## config.mk

```make
export PLATFORM = sky130hd
export DESIGN_NAME = outputPortAlloc
export DESIGN_NICKNAME = d
export VERILOG_FILES = /design/src/rtl/routerPkg.sv /design/src/rtl/packetTimer.sv /design/src/rtl/switchArbiter.sv /design/src/rtl/flitStage.sv /design/src/rtl/outputMux.sv /design/src/rtl/outputPortAlloc.sv
export SDC_FILE = /design/constraint.sdc
export NUM_CORES = 1
export LEC_CHECK = 0
export BUFFER_PORTS_ARGS = -buffer_cell sky130_fd_sc_hd__buf_2
export CORE_ASPECT_RATIO = 1.1
export CORE_UTILIZATION = 45
export CTS_CLUSTER_DIAMETER = 120
export DETAILED_ROUTE_END_ITERATION = 10
export PLACE_DENSITY_LB_ADDON = 0.05
export SYNTH_ARGS = -nofsm -noshare
export SYNTH_HDL_FRONTEND = slang
export SYNTH_SLANG_ARGS = --single-unit
```

## constraint.sdc

```tcl
create_clock -name clk -period 5.9 [get_ports clk]
set_input_delay 0.885 -clock clk [delete_from_list [all_inputs] [get_ports clk]]
set_output_delay 0.885 -clock clk [all_outputs]
set_load 0.01 [all_outputs]
```

## src/rtl/routerPkg.sv

```systemverilog
package routerPkg;

  //////////////////////////////
  // Sizes
  //////////////////////////////

  localparam int NUM_PORTS = 5;
  localparam int ID_W      = 3;   // Flit kind field
  localparam int LEN_W     = 12;  // Packet length budget
  localparam int FLIT_W    = 16;

  // Input ports, listed in rotation order
  typedef enum logic [ID_W-1:0] {
    PORT_LOCAL = 3'd0,
    PORT_NORTH = 3'd1,
    PORT_EAST  = 3'd2,
    PORT_WEST  = 3'd3,
    PORT_SOUTH = 3'd4
  } portId;

  // One bit per input port
  typedef logic [NUM_PORTS-1:0] portMask;

  typedef enum logic [ID_W-1:0] {
    KIND_IDLE = 3'd0,
    KIND_HEAD = 3'd1,
    KIND_BODY = 3'd2,
    KIND_TAIL = 3'd3
  } flitKind;

  //////////////////////////////
  // Flit word views
  //////////////////////////////

  // Head flit carries the hold budget for the arbiter
  typedef struct packed {
    flitKind          kind;
    logic [LEN_W-1:0] length;
    logic             spare;
  } headerView;

  typedef struct packed {
    flitKind                 kind;
    logic [FLIT_W-ID_W-1:0] payload;
  } bodyView;

  // Kind sits in the top bits of both views
  typedef union packed {
    headerView header;
    bodyView   body;
  } flitWord;

endpackage

```

## src/rtl/packetTimer.sv

```systemverilog
`timescale 1ns/10ps

module packetTimer
  import routerPkg::*;
(
  input  logic             clk,
  input  logic             rst,
  input  flitKind          flitKindIn,
  input  logic [LEN_W-1:0] lengthIn,
  input  logic             headValid,
  input  logic             running,
  output logic             timesUp
);

  logic [LEN_W-1:0] budget;  // Length of the latest head flit
  logic [LEN_W-1:0] count;   // Cycles held beyond the first

  always_ff @(posedge clk)
  begin
    if (rst)
    begin
      budget <= '0;
      count  <= '0;
    end
    else
    begin
      if (headValid && flitKindIn == KIND_HEAD)
        budget <= lengthIn;

      // Count only while the port keeps its grant
      if (running)
        count <= count + 1'b1;
      else
        count <= '0;
    end
  end

  assign timesUp = (count == budget);

endmodule

```

## src/rtl/switchArbiter.sv

```systemverilog
`timescale 1ns/10ps

module switchArbiter
  import routerPkg::*;
(
  input  logic    clk,
  input  logic    rst,
  input  flitWord inFlit [NUM_PORTS],
  input  portMask inReq,
  output portMask grant
);

  portMask timesUp;
  portMask holdReq;   // Granted port may keep the switch
  portMask nextGrant;

  // First requester at or after startIdx, wrapping in rotation order
  function automatic portMask pickFrom(portMask req, int startIdx);
    portMask pick;
    int      idx;
    pick = '0;
    for (int k = 0; k < NUM_PORTS; k++)
    begin
      idx = startIdx + k;
      if (idx >= NUM_PORTS)
        idx = idx - NUM_PORTS;
      if (req[idx] && pick == '0)
        pick[idx] = 1'b1;
    end
    return pick;
  endfunction

  // Index of the set bit in a one-hot grant
  function automatic int holderOf(portMask g);
    int idx;
    idx = 0;
    for (int k = 0; k < NUM_PORTS; k++)
      if (g[k])
        idx = k;
    return idx;
  endfunction

  //////////////////////////////
  // Per-port hold timers
  //////////////////////////////

  for (genvar p = 0; p < NUM_PORTS; p++)
  begin : g_timer
    assign holdReq[p] = grant[p] & inReq[p] & ~timesUp[p];

    packetTimer i_packetTimer (
      .clk        (clk),
      .rst        (rst),
      .flitKindIn (inFlit[p].header.kind),
      .lengthIn   (inFlit[p].header.length),
      .headValid  (inReq[p]),
      .running    (holdReq[p]),
      .timesUp    (timesUp[p])
    );
  end

  //////////////////////////////
  // Grant state
  //////////////////////////////

  always_comb
  begin
    if (grant == '0)
      nextGrant = pickFrom(inReq, int'(PORT_LOCAL));  // Fixed priority from idle
    else if (holdReq != '0)
      nextGrant = grant;
    else
    begin
      // Holder gives up, so search starts right after it and skips it
      nextGrant = pickFrom(inReq & ~grant, holderOf(grant) + 1);
    end
  end

  always_ff @(posedge clk)
  begin
    if (rst)
      grant <= '0;
    else
      grant <= nextGrant;
  end

  grantOneHot: assert property (@(posedge clk) disable iff (rst) $onehot0(grant))
    else $error("grant has more than one bit set: %b", grant);

  // Grant is never handed to a port that was not asking for it
  grantHadRequest: assert property (@(posedge clk) disable iff (rst)
    (grant != '0) |-> ((grant & $past(inReq)) != '0))
    else $error("grant %b given without a request", grant);

endmodule

```

## src/rtl/flitStage.sv

```systemverilog
`timescale 1ns/10ps

module flitStage
  import routerPkg::*;
(
  input  logic    clk,
  input  logic    rst,
  input  flitWord inFlit [NUM_PORTS],
  input  portMask inReq,
  output flitWord stageFlit [NUM_PORTS],
  output portMask stageValid,
  output portMask dropped
);

  portMask inPacket;
  portMask headIn;
  portMask bodyIn;
  portMask tailIn;

  // Only requested flits count; idle and unknown kinds are neither kept nor dropped
  always_comb
  begin
    for (int p = 0; p < NUM_PORTS; p++)
    begin
      headIn[p] = inReq[p] && (inFlit[p].body.kind == KIND_HEAD);
      bodyIn[p] = inReq[p] && (inFlit[p].body.kind == KIND_BODY);
      tailIn[p] = inReq[p] && (inFlit[p].body.kind == KIND_TAIL);
    end
  end

  //////////////////////////////
  // Packet framing
  //////////////////////////////

  always_ff @(posedge clk)
  begin
    if (rst)
    begin
      inPacket   <= '0;
      stageValid <= '0;
      dropped    <= '0;
    end
    else
    begin
      inPacket   <= headIn | (inPacket & ~tailIn);  // Head also restarts a packet
      stageValid <= headIn | ((bodyIn | tailIn) & inPacket);
      dropped    <= (bodyIn | tailIn) & ~inPacket;
    end
  end

  always_ff @(posedge clk)
  begin
    stageFlit <= inFlit;
  end

  noDropWhenValid: assert property (@(posedge clk) disable iff (rst)
    (dropped & stageValid) == '0)
    else $error("port both dropped and valid: %b", dropped & stageValid);

endmodule

```

## src/rtl/outputMux.sv

```systemverilog
`timescale 1ns/10ps

module outputMux
  import routerPkg::*;
(
  input  portMask grant,
  input  flitWord stageFlit [NUM_PORTS],
  input  portMask stageValid,
  output logic    outValid,
  output flitWord outFlit,
  output portId   outPort
);

  // Grant is one-hot or zero, so at most one port is picked
  always_comb
  begin
    outValid = 1'b0;
    outFlit  = '0;
    outPort  = PORT_LOCAL;
    for (int p = 0; p < NUM_PORTS; p++)
    begin
      if (grant[p])
      begin
        outValid = stageValid[p];  // Dropped flits stay invalid
        outFlit  = stageFlit[p];
        outPort  = portId'(p);
      end
    end
  end

endmodule

```

## src/rtl/outputPortAlloc.sv

```systemverilog
`timescale 1ns/10ps

module outputPortAlloc
  import routerPkg::*;
(
  input  logic    clk,
  input  logic    rst,
  input  flitWord inFlit [NUM_PORTS],
  input  portMask inReq,
  output portMask grant,
  output logic    outValid,
  output flitWord outFlit,
  output portId   outPort,
  output portMask dropped
);

  flitWord stageFlit [NUM_PORTS];
  portMask stageValid;

  //////////////////////////////
  // Arbiter and input stage run side by side
  //////////////////////////////

  switchArbiter i_switchArbiter (
    .clk    (clk),
    .rst    (rst),
    .inFlit (inFlit),
    .inReq  (inReq),
    .grant  (grant)
  );

  flitStage i_flitStage (
    .clk        (clk),
    .rst        (rst),
    .inFlit     (inFlit),
    .inReq      (inReq),
    .stageFlit  (stageFlit),
    .stageValid (stageValid),
    .dropped    (dropped)
  );

  // Registered grant lines up with the registered flits
  outputMux i_outputMux (
    .grant      (grant),
    .stageFlit  (stageFlit),
    .stageValid (stageValid),
    .outValid   (outValid),
    .outFlit    (outFlit),
    .outPort    (outPort)
  );

endmodule

```

# Word level (Yosys, flattened, before mapping)
# Cells that the tools add are included.
dict set report classes {
  n_addsub 15
  magnitude_cmp 15
  eq_ne 21
  mux 84
  n_bitwise 35
  reduce_logical 42
}
# op count
set ops {}
lappend ops {{two-way mux 32 bit} 17}
lappend ops {{>= comparator 32 x 1 -> 1 bit (second input constant)} 5}
lappend ops {{>= comparator 32 x 4 -> 1 bit (second input constant)} 5}
lappend ops {{< comparator 32 x 5 -> 1 bit (second input constant)} 5}
lappend ops {{subtractor 32 x 4 -> 32 bit (second input constant)} 5}
lappend ops {{two-way mux 16 bit} 5}
lappend ops {{two-way mux 5 bit} 15}
lappend ops {{adder 32 x 2 -> 32 bit (second input constant)} 2}
lappend ops {{adder 32 x 3 -> 32 bit (second input constant)} 2}
lappend ops {{adder 12 x 1 -> 12 bit (second input constant)} 5}
lappend ops {{== test 12 bit} 5}
lappend ops {{OR 5 bit} 7}
lappend ops {{adder 32 x 4 -> 32 bit (second input constant)} 1}
lappend ops {{two-way mux 1 bit} 31}
lappend ops {{== test 3 x 2 -> 1 bit (second input constant)} 10}
lappend ops {{logical AND 1 bit} 28}
lappend ops {{zero test 5 bit} 5}
lappend ops {{AND 5 bit} 4}
lappend ops {{binary-select mux 1 bit (select 3 bit)} 5}
lappend ops {{demux 1 bit (select 3 bit)} 5}
lappend ops {{== test 3 x 1 -> 1 bit (second input constant)} 5}
lappend ops {{inverter 5 bit} 3}
lappend ops {{inverter 1 bit} 11}
lappend ops {{AND 1 bit} 10}
lappend ops {{other kinds (8)} 16}
dict set report word_totals {
  ff_bits 220
  in_bits 87
  output_inout_bits 30
  wordCells 231
}

# Depth between registers and ports, before layout
# Gate-level depths: netlist of the first run.
dict set report logic_depth {
  depth_word 38
  mapped_depth 25
  depth_no_buf 22
}

# By module
# From an unflattened synthesis of the first run, not the netlist that was laid out.
dict set report hier_totals {
  cells_unflattened 1176
  hier_area_um2 10471.3
}
# module instances cells_each area_each_um2 seq_area_each_um2
set by_module_without_submodules {}
lappend by_module_without_submodules {packetTimer 5 126 1079.8 480.5}
lappend by_module_without_submodules {flitStage 1 136 2228.4 1901.8}
lappend by_module_without_submodules {switchArbiter 1 286 1976.9 100.1}
lappend by_module_without_submodules {outputMux 1 124 867.1 0.0}

# Least setup slack after synthesis of the first run
# Ideal clock, no wire load.
dict set report synth_path {
  kind {flip-flop to flip-flop}
  start {register i_switchArbiter.grant[3]}
  end {register i_switchArbiter.grant[0]}
  setup_ps 86
  arrival_ps 5099
  t_required_ps 5814
  path_slack_ps 715
  stages_incl_launch_ff 22
  n_path_buf 4
  period_less_slack_ps 5185
  cell_sequence {dfxtp_1 -> buf_2 -> buf_1 -> clkbuf_1 -> o21ai_0 -> inv_1 -> ha_1 -> xnor2_2 -> inv_2 -> nand2b_1 -> ha_1 -> buf_2 -> or3b_2 -> a211oi_1 -> a22o_1 -> o22ai_4 -> o31ai_1 -> o221a_2 -> o311a_1 -> nand2_1 -> or4_1 -> a211oi_1}
}
dict set report synth_via {
  elab_chain_len 36
  word_cells_on_any_way 108
  cone_classes {10 x add/sub; 15 x order compare; 1 x eq/ne; 59 x mux; 8 x bitwise; 15 x reduce/logical}
}
# item line
set synth_rtl {}
lappend synth_rtl {{from (decl)} switchArbiter.sv:10} ;# output portMask grant
lappend synth_rtl {{from (signal assigned)} switchArbiter.sv:84} ;# grant <= nextGrant;
lappend synth_rtl {{parallel branches: the longest is 36 deep, another holds adder 32 x 2 -> 32 bit} -}
# Parallel ways; which one is timed is not known. The select of a mux whose other input is x is not followed.
# A chain may end at the register's enable or synchronous reset.

# Final worst setup path of the first run
dict set report layout_path {
  start {register i_switchArbiter.grant[2]}
  end {register i_switchArbiter.grant[2]}
}
dict set report layout_via {
  elab_chain_len 37
  word_cells_on_any_way 109
  cone_classes {10 x add/sub; 15 x order compare; 1 x eq/ne; 60 x mux; 8 x bitwise; 15 x reduce/logical}
}
# item
set layout_rtl {}
lappend layout_rtl {{parallel branches: the longest is 37 deep, another holds adder 32 x 2 -> 32 bit}}
# Parallel ways; which one is timed is not known. The select of a mux whose other input is x is not followed.

==> results of run 1 <==
area by class of cell:
class / count / area share, %
diodes: 1 / 0.0213
inverters: 27 / 0.862
well taps: 295 / 3.14
clock inverters: 10 / 0.787
repair buffers: 129 / 5.77
clock buffers: 31 / 5.59
multi-input cells: 893 / 46.4
flip-flops and latches: 220 / 37.5
cell families (layout without fill, tap and decap cells):
| kind of cell | count (synthesis) | after routing |
|---|---|---|
| other | 2 | 8 |
| xor gates and xnor gates | 114 | 114 |
| muxes | 12 | 12 |
| buffers and inverters | 91 | 197 |
| DFF | 220 | 220 |
| adders and majority gates | 28 | 28 |
| and+or+nand+nor | 490 | 490 |
| AOI/OAI and AO/OA | 242 | 242 |
per-layer routing:
layer	GRT usage (%)	vias to the layer above	share of wire [%]
met5	0	-	0
met4	7.03	0	2.0
met3	3.23	37	4.5
met2	44.1	215	49
met1	31.9	4053	44
li1	-	4357	-
Yosys cell counts (3+ instances only):
cell,number,area [sq um]
dfxtp_1,220,4400
nand2_1,183,687
nor2_1,115,432
a21oi_1,86,430
xor2_1,82,718
clkbuf_1,51,191
nand3_1,41,205
o21ai_0,36,180
xnor2_1,31,272
ha_1,27,338
inv_1,25,93.8
and3_1,24,150
nand2b_1,21,131
a221oi_1,19,166
a22oi_1,18,135
nor4_1,18,113
nor3_1,15,75.1
nor2b_1,13,81.3
mux2i_1,12,120
a211oi_1,11,82.6
nand4_1,10,62.6
o2111ai_1,9,78.8
or2_2,9,56.3
a31oi_1,8,50.1
nand3b_1,8,60.1
nor3b_1,8,60.1
buf_1,7,26.3
or3_1,7,43.8
o211ai_1,5,37.5
o31ai_1,5,37.5
a2111oi_0,4,35.0
a211o_1,4,35.0
buf_2,4,20.0
or3b_2,4,35.0
nor4b_1,3,26.3
o21ai_2,3,26.3
o22ai_1,3,18.8
metrics by stage:
stage	total power [mW]	instance area, sq um	instances
after floorplan	4.12	10200	1204
after global placement	5.18	11000	1564
after detailed placement	5.17	11000	1564
after CTS	6.60	11800	1605
after global routing	7.05	11800	1605
final	6.61	11800	1606
flip-flops by register name, indices dropped and copies added (netlist names):
| name | count |
|---|---|
| i_flitStage.dropped | 5 |
| i_flitStage.stageValid | 5 |
| i_switchArbiter.grant | 5 |
| i_flitStage.stageFlit | 80 |
| i_switchArbiter.g_timer.i_packetTimer.count | 60 |
| i_switchArbiter.g_timer.i_packetTimer.budget | 60 |
| i_flitStage.inPacket | 5 |
worst paths after layout:
path / from / end / cells after the start
min: i_flitStage.inPacket[4] / i_flitStage.dropped[4] / 1
max reg2reg: i_switchArbiter.grant[2] / i_switchArbiter.grant[2] / 17
max: i_switchArbiter.grant[2] / i_switchArbiter.grant[2] / 17
min reg2reg: i_flitStage.inPacket[4] / i_flitStage.dropped[4] / 1
timing repair:
item	CTS	global route
endpoints found under the hold margin	0	0
resized for setup	0	1
setup buffers	0	0
setup endpoints to repair	0	1
worst reg2reg max path, cell delays in order (launching register included):
cell and delay (ns):
dfxtp_1 0.34, o21ai_0 0.51, inv_1 0.20, ha_1 0.28, xnor2_2 0.46, inv_2 0.21
nand2b_1 0.15, ha_1 0.35, or3b_2 0.50, a211oi_1 0.25, a22o_1 0.25, o22ai_1 0.14
a21oi_2 0.30, a221oi_1 0.16, a41oi_1 0.40, o2111ai_1 0.19, or3_1 0.34, a211oi_1 0.28
report_power, final:
part	switching, mW	internal [mW]
sequential	0.0502	1.54
clock	0.588	0.830
combinational	2.35	1.26
==> impl_metrics.ini, run 1 <==
[timing]
tns_ns = 0
fin_crit_ns = 5.42
worst_pin_slew_ns = 0.916
period_share_pct = 91.9
slew-limit-headroom_pct = 38.9
fin_ws_ns = 0.481
rsz0062_at_grt = no
final-setup-viol-count = 0
slew_viol_final = 0
finClkSkew_ns = 0.0237
hold_viol = 0
hold_ws_ns = 0.448
maxClockFrequency_ghz = 0.185

[synth]
synth.area.mux_share_pct = 1.18
synth_seq_cells = 220
synth_fa_ha_area_share_pct = 3.41
synth_warnings = 0
synth_top_family_by_area = simple AND/OR/NAND/NOR gates
synth_cells = 1199
synth.cell_area_sq_mm = 0.0102
synth_compound_area_share_pct = 16.0
synth_ff_type = dfxtp_1
ys_seq_area_share_pct = 43.2
syn_avg_cell_area_sq_um = 8.50
async_flop_share_pct = 0
synthXorXnorAreaFrac_pct = 9.87
synth-simple-area-share_pct = 22.8
yosysUniqueCellTypes = 76
synth_edf_count = 0

[drt]
wl_per_cell_um = 18.1
dr.pass1.iters = 5
drt_wl_total_um = 29100
vias_per_cell = 5.39
vias = 8662
drt_iter0_markers = 541
ant_nets = 0
drc_errors = 0

[critical_path]
r2r_slack_ns = 0.48
slowest_stage = o21ai_0
worstPathArrival_ns = 5.82
crit_type = reg2reg
worst-path-buf-inv = 2
crit_required_ns = 6.30
crit_family = compound AO/OA/AOI/OAI gates
setup.worst_path.start_class = register
path_max_fanout = 11
critPathCaptureType = register
slowest_delay_ns = 0.51
cp_cell_sequence = o21ai_0, inv_1, ha_1, xnor2_2, inv_2, nand2b_1, ha_1, or3b_2, a211oi_1, a22o_1, o22ai_1, a21oi_2, a221oi_1, a41oi_1, o2111ai_1, or3_1, a211oi_1

[finish]
fin_nets = 1409
regArea_sq_mm = 0.00441
most-common-layout-cells = dfxtp_1 (219), nand2_1 (183), buf_2 (116)
fillers = 2186
syn2layout_area_growth_pct = 15.4
drive_gt1_share_pct = 15.2
multiInputGateArea_sq_mm = 0.00546
final_util_pct = 53.0
layout_commonest_cell = dfxtp_1

[global_routing]
grt_pass1_wl_um = 46000
grt_start_max_net_pins = 82
grt_pass1_vias = 8383
grtUsageTotal_pct = 25.0
grt_overflow = 0
antenna_found_initial = 1

[floorplanning]
core_sq_mm = 0.0222
die_x_um = 145
placementRows = 57
io_pins = 117
die_y_um = 160
die_area_sq_mm = 0.0233
start_util_pct = 45.9

[clock_network]
cts.sinks = 220
cts_tree = done
hold_buffers = 0
clockRootBuffer = clkbuf_16
cts_buffers = 24
htreeDepth = 1
clock_latency_ns = 0.52
clkTransAtPathRegs_ns = 0.06
cts_buffer_depth = 3

[power_and_ir_drop]
vdd_ir_drop_max_mv = 0.330
leakagePower_nw = 4.81
pwr_density_cell_mw_per_mm2 = 562

[place]
dp_slack_ns = 0.433
place.gp.congestion = 0.936
dp_hpwl_um = 21800
numPortBuffers = 116

[flow_run]
maxCapViolCount = 0

[worst_hold_path]
hold_path.class = reg2reg

[run_status]
status = finished, final reports clean
Power figures use the tool's default switching activity.
==> inputs of run 2 (changes only) <==
- MAX_ROUTING_LAYER: default -> met4
==> impl_metrics.ini, run 2 (synthesis gave the netlist of run 1 again) <==
[worst_hold_path]
min_path_cells = 1
hold_start = i_flitStage.inPacket[4]
hold_path.class = reg2reg

[flow_run]
maxCapViolCount = 0

[timing]
slew-limit-headroom_pct = 28.4
worst_pin_slew_ns = 1.07
hold_ws_ns = 0.444
maxClockFrequency_ghz = 0.186
hold_viol = 0
finClkSkew_ns = 0.0129
rsz0062_at_grt = no
fin_crit_ns = 5.38
final-setup-viol-count = 0
slew_viol_final = 0
tns_ns = 0
period_share_pct = 91.1

[global_routing]
antenna_found_initial = 0
grt_pass1_wl_um = 45900
grt_overflow = 0
grtUsageTotal_pct = 25.8
grt_start_max_net_pins = 68
grt_pass1_vias = 8324

[clock_network]
htreeDepth = 1
clock_latency_ns = 0.52
cts.sinks = 220
hold_buffers = 0
clkTransAtPathRegs_ns = 0.06
cts_buffers = 24
clockRootBuffer = clkbuf_16
cts_buffer_depth = 3
cts_tree = done
postCtsSetupBuffers = 0
cts_resized = 0

[critical_path]
r2r_slack_ns = 0.52
crit_type = reg2reg
path_depth = 17
cp_cell_sequence = o21ai_0, inv_1, ha_1, xnor2_2, inv_2, nand2b_1, ha_1, or3b_2, a211oi_1, a22o_1, o22ai_1, a21oi_2, a221oi_1, a41oi_1, o2111ai_1, or3_1, a211oi_1
setup.worst_path.start_class = register
slowest_stage = o21ai_0
crit_family = compound AO/OA/AOI/OAI gates
critical_path.startpoint = i_switchArbiter.grant[2]
worst-path-buf-inv = 2
reg2reg_from = i_switchArbiter.grant[2]
r2r_cells = 17
slowest_delay_ns = 0.49
critPathCaptureType = register
r2r-end = i_switchArbiter.grant[2]
worstPathArrival_ns = 5.79
crit_required_ns = 6.31
path_max_fanout = 11
critPathCapture = i_switchArbiter.grant[2]

[drt]
drt_iter0_markers = 427
ant_nets = 0
drt_wl_total_um = 29000
vias = 8679
dr.pass1.iters = 7
drc_errors = 0
vias_per_cell = 5.40
wl_per_cell_um = 18.0

[finish]
fin_cells = 1608
reg_top3 = i_flitStage.stageFlit: 80 flops, i_switchArbiter.g_timer.i_packetTimer.budget: 60 flops, i_switchArbiter.g_timer.i_packetTimer.count: 60 flops
fin_nets = 1410
drive_gt1_share_pct = 15.4
syn2layout_area_growth_pct = 16.1
largest_register_ffs = 80
diodes = 0
max_flop_register = i_flitStage.stageFlit
layout_commonest_cell = dfxtp_1
final_util_pct = 53.3
most-common-layout-cells = dfxtp_1 (219), nand2_1 (183), buf_2 (116)

[place]
dpl.cell_count = 1565
numPortBuffers = 116
place.gp.congestion = 0.888
dp_hpwl_um = 21800

[run_status]
status = finished, final reports clean

[floorplanning]
die_area_sq_mm = 0.0233
placementRows = 57
die_y_um = 160
io_pins = 117
start_util_pct = 45.9
core_sq_mm = 0.0222
die_x_um = 145

[power_and_ir_drop]
leakagePower_nw = 4.84
vdd_ir_drop_max_mv = 0.327
pwr_density_cell_mw_per_mm2 = 569
[run 2: changes by cell type in the layout (fill, tap and decap cells not counted), sizes merged]
cell      before  now
clkbuf        31   35
buf          129  130
bufinv         1    2
clkinv         8    7
clkinvlp       1    0
diode          1    0
inv           27   26
[run 2: layout make-up]
class                           count  area [sq um]
Clock buffer                       35           712
Clock inverter                      8           101
Fill cell                        2184         10300
Inverter                           27           101
Multi-Input combinational cell    893          5460
Sequential cell                   220          4410
Tap cell                          295           369
Timing Repair Buffer              130           686
[run 2: power by group]
part	internal [mW]	leakage, nW	switching (mW)
sequential	1.54	1.81	0.0469
clock	0.923	0.406	0.602
combinational	1.27	2.63	2.35
[run 2: how the worst min path moves through the flow]
stage / to / slack (ns)
detailed placement: i_flitStage.dropped[4] / 0.44
global route: i_flitStage.stageFlit[64] / 0.45
global placement: i_flitStage.dropped[4] / 0.44
CTS: i_flitStage.dropped[4] / 0.45
floorplan: i_flitStage.dropped[2] / 0.42
finish: i_flitStage.dropped[4] / 0.44
[run 2: through the flow]
stage | setup WS [ns] | power [mW] | cell area (sq um)
6_report | 0.525 | 6.74 | 11800
5_1_grt | 0.172 | 7.18 | 11800
4_1_cts | 0.560 | 6.72 | 11800
3_5_place_dp | 0.589 | 5.18 | 11000
3_3_place_gp | 0.660 | 5.21 | 11000
2_1_floorplan | 0.715 | 4.12 | 10200
[run 2: worst register-to-register path, delay by kind of cell (launching register included)]
| family | cells | cell delay [ns] |
|---|---|---|
| xor+xnor | 1 | 0.43 |
| fa+ha+maj | 2 | 0.60 |
| flops | 1 | 0.35 |
| simple gates | 3 | 0.97 |
| buf+inv | 2 | 0.40 |
| compound gates | 9 | 2.49 |
[run 2: metal layers]
layer | share of wire, % | track usage (%) | wire length, um | up-vias
met5 | 0 | - | 0 | -
met2 | 48 | 42.6 | 14000 | 213
met3 | 4.4 | 3.71 | 1270 | 59
met1 | 44 | 32.1 | 12800 | 4060
li1 | - | - | - | 4347
met4 | 3.1 | 9.33 | 893 | 0
==> inputs of run 3 (changes only) <==
==> constraint.sdc (replaced) <==
create_clock -name clk -period 5.9 [get_ports clk]
set_input_delay 1.18 -clock clk [delete_from_list [all_inputs] [get_ports clk]]
set_output_delay 1.18 -clock clk [all_outputs]
set_load 0.01 [all_outputs]
==> impl_metrics.ini, run 3 (synthesis gave the netlist of run 1 again) <==
[critical_path]
cp_cell_sequence = o21ai_1, inv_1, ha_1, xnor2_2, inv_2, nand2b_1, ha_1, or3b_2, o21ai_0, or4_1, a21oi_2, a211o_2, o21ai_1, nor3b_1, a2111o_1, a211oi_2
worst-path-buf-inv = 2
r2r_slack_ns = 0.48
setup.worst_path.start_class = register
crit_family = compound AO/OA/AOI/OAI gates
r2r_cells = 16
reg2reg_from = i_switchArbiter.grant[2]
critPathCaptureType = register
slowest_stage = o21ai_0
r2r-end = i_switchArbiter.grant[3]
crit_type = reg2reg
worstPathArrival_ns = 5.84
crit_required_ns = 6.33
path_max_fanout = 11
slowest_delay_ns = 0.56

[power_and_ir_drop]
clkPwrFrac_pct = 24.1
internal_power_mw = 3.83
pwr_density_cell_mw_per_mm2 = 576
switchingPower_mw = 3.03
finalPower_mw = 6.86
p_seq_share_pct = 23.2
swShare_pct = 44.2
p_comb_share_pct = 52.6
leakagePower_nw = 4.87
vdd_ir_drop_max_mv = 0.298

[place]
dp_slack_ns = 0.286
dp_hpwl_um = 21800
dpl.cell_count = 1564
placed_cell_area_sq_mm = 0.0110
numPortBuffers = 116
place.gp.congestion = 0.911

[timing]
maxClockFrequency_ghz = 0.185
period_share_pct = 91.8
worst_pin_slew_ns = 0.864
slew-limit-headroom_pct = 42.2
finClkSkew_ns = 0.0264
hold_viol = 0
final-setup-viol-count = 0
fin_crit_ns = 5.42
tns_ns = 0
hold_ws_ns = 0.446
slew_viol_final = 0
fin_ws_ns = 0.483
rsz0062_at_grt = no

[finish]
multiInputGateArea_sq_mm = 0.00546
most-common-layout-cells = dfxtp_1 (219), nand2_1 (183), buf_2 (116)
fillers = 2156
design_area_sq_mm = 0.0119
reg_top3 = i_flitStage.stageFlit: 80 flops, i_switchArbiter.g_timer.i_packetTimer.budget: 60 flops, i_switchArbiter.g_timer.i_packetTimer.count: 60 flops
fin_nets = 1409
max_flop_register = i_flitStage.stageFlit
fin_cells = 1608
largest_register_ffs = 80
drive_gt1_share_pct = 15.5
layout_commonest_cell = dfxtp_1
final_util_pct = 53.7
regArea_sq_mm = 0.00441
syn2layout_area_growth_pct = 16.9

[floorplanning]
die_x_um = 145
die_area_sq_mm = 0.0233
io_pins = 117
start_util_pct = 45.9
core_sq_mm = 0.0222
placementRows = 57
die_y_um = 160

[clock_network]
htreeDepth = 1
postCtsSetupBuffers = 0
cts_tree = done
clock_latency_ns = 0.53
clockRootBuffer = clkbuf_16
hold_buffers = 0
cts_resized = 0
cts.sinks = 220
clkTransAtPathRegs_ns = 0.06
cts_buffers = 24
cts_buffer_depth = 3

[global_routing]
grt_pass1_wl_um = 46700
antenna_found_initial = 1
grtUsageTotal_pct = 26.1
grt_overflow = 0
grt_start_max_net_pins = 68
grt_pass1_vias = 8440

[drt]
routed.top_layer = met4
route.met2.wl_um = 14300
wl_met3_um = 1290
wirelength_met1_um = 12800
dr.pass1.iters = 5
vias = 8724
drc_errors = 0
wl_per_cell_um = 18.2
drt_wl_total_um = 29300
ant_nets = 0
drt_iter0_markers = 577
vias_per_cell = 5.43

[worst_hold_path]
hold_path_end = i_flitStage.dropped[4]
hold_start = i_flitStage.inPacket[4]
hold_path.class = reg2reg
min_path_cells = 1

[flow_run]
maxCapViolCount = 0

[run_status]
status = finished, final reports clean
run 3: cell count changes in the layout (fill, tap and decap cells not counted), sizes merged:
cell | before | now
clkinvlp | 0 | 1
diode | 0 | 1
buf | 130 | 129
bufinv | 2 | 5
clkbuf | 35 | 31
run 3: power groups by stage:
stage / Clock, mW / Combinational [mW] / Sequential [mW]
after detailed placement: 0 / 3.55 / 1.62
after global placement: 0 / 3.58 / 1.62
after CTS: 1.69 / 3.57 / 1.59
after floorplan: 0 / 2.51 / 1.61
after global routing: 1.76 / 3.96 / 1.60
final: 1.66 / 3.61 / 1.59
run 3: layout make-up:
cell class	instances	area share [%]
Clock inverter	12	1.85
Tap cell	295	3.10
Antenna cell	1	0.0210
Timing Repair Buffer	129	5.69
Clock buffer	31	5.68
Sequential cell	220	37.0
Inverter	27	0.851
Multi-Input combinational cell	893	45.8
run 3: worst max-delay path by stage:
| stage | from | to | slack, ns | cells past startpoint |
|---|---|---|---|---|
| after floorplan | i_switchArbiter.grant[3] | i_switchArbiter.grant[0] | 0.72 | 21 |
| after global placement | i_switchArbiter.grant[2] | i_switchArbiter.grant[3] | 0.58 | 16 |
| after detailed placement | i_switchArbiter.grant[2] | i_switchArbiter.grant[3] | 0.29 | 16 |
| after CTS | i_switchArbiter.grant[2] | i_switchArbiter.grant[3] | 0.27 | 16 |
| after global routing | i_switchArbiter.grant[2] | i_switchArbiter.grant[0] | 0.12 | 17 |
| final | i_switchArbiter.grant[2] | i_switchArbiter.grant[3] | 0.48 | 16 |
run 3: routing by layer:
layer	vias up	track usage [%]
met3	60	3.31
met5	-	-
met4	0	7.89
met2	216	44.4
li1	4353	-
met1	4095	32.1
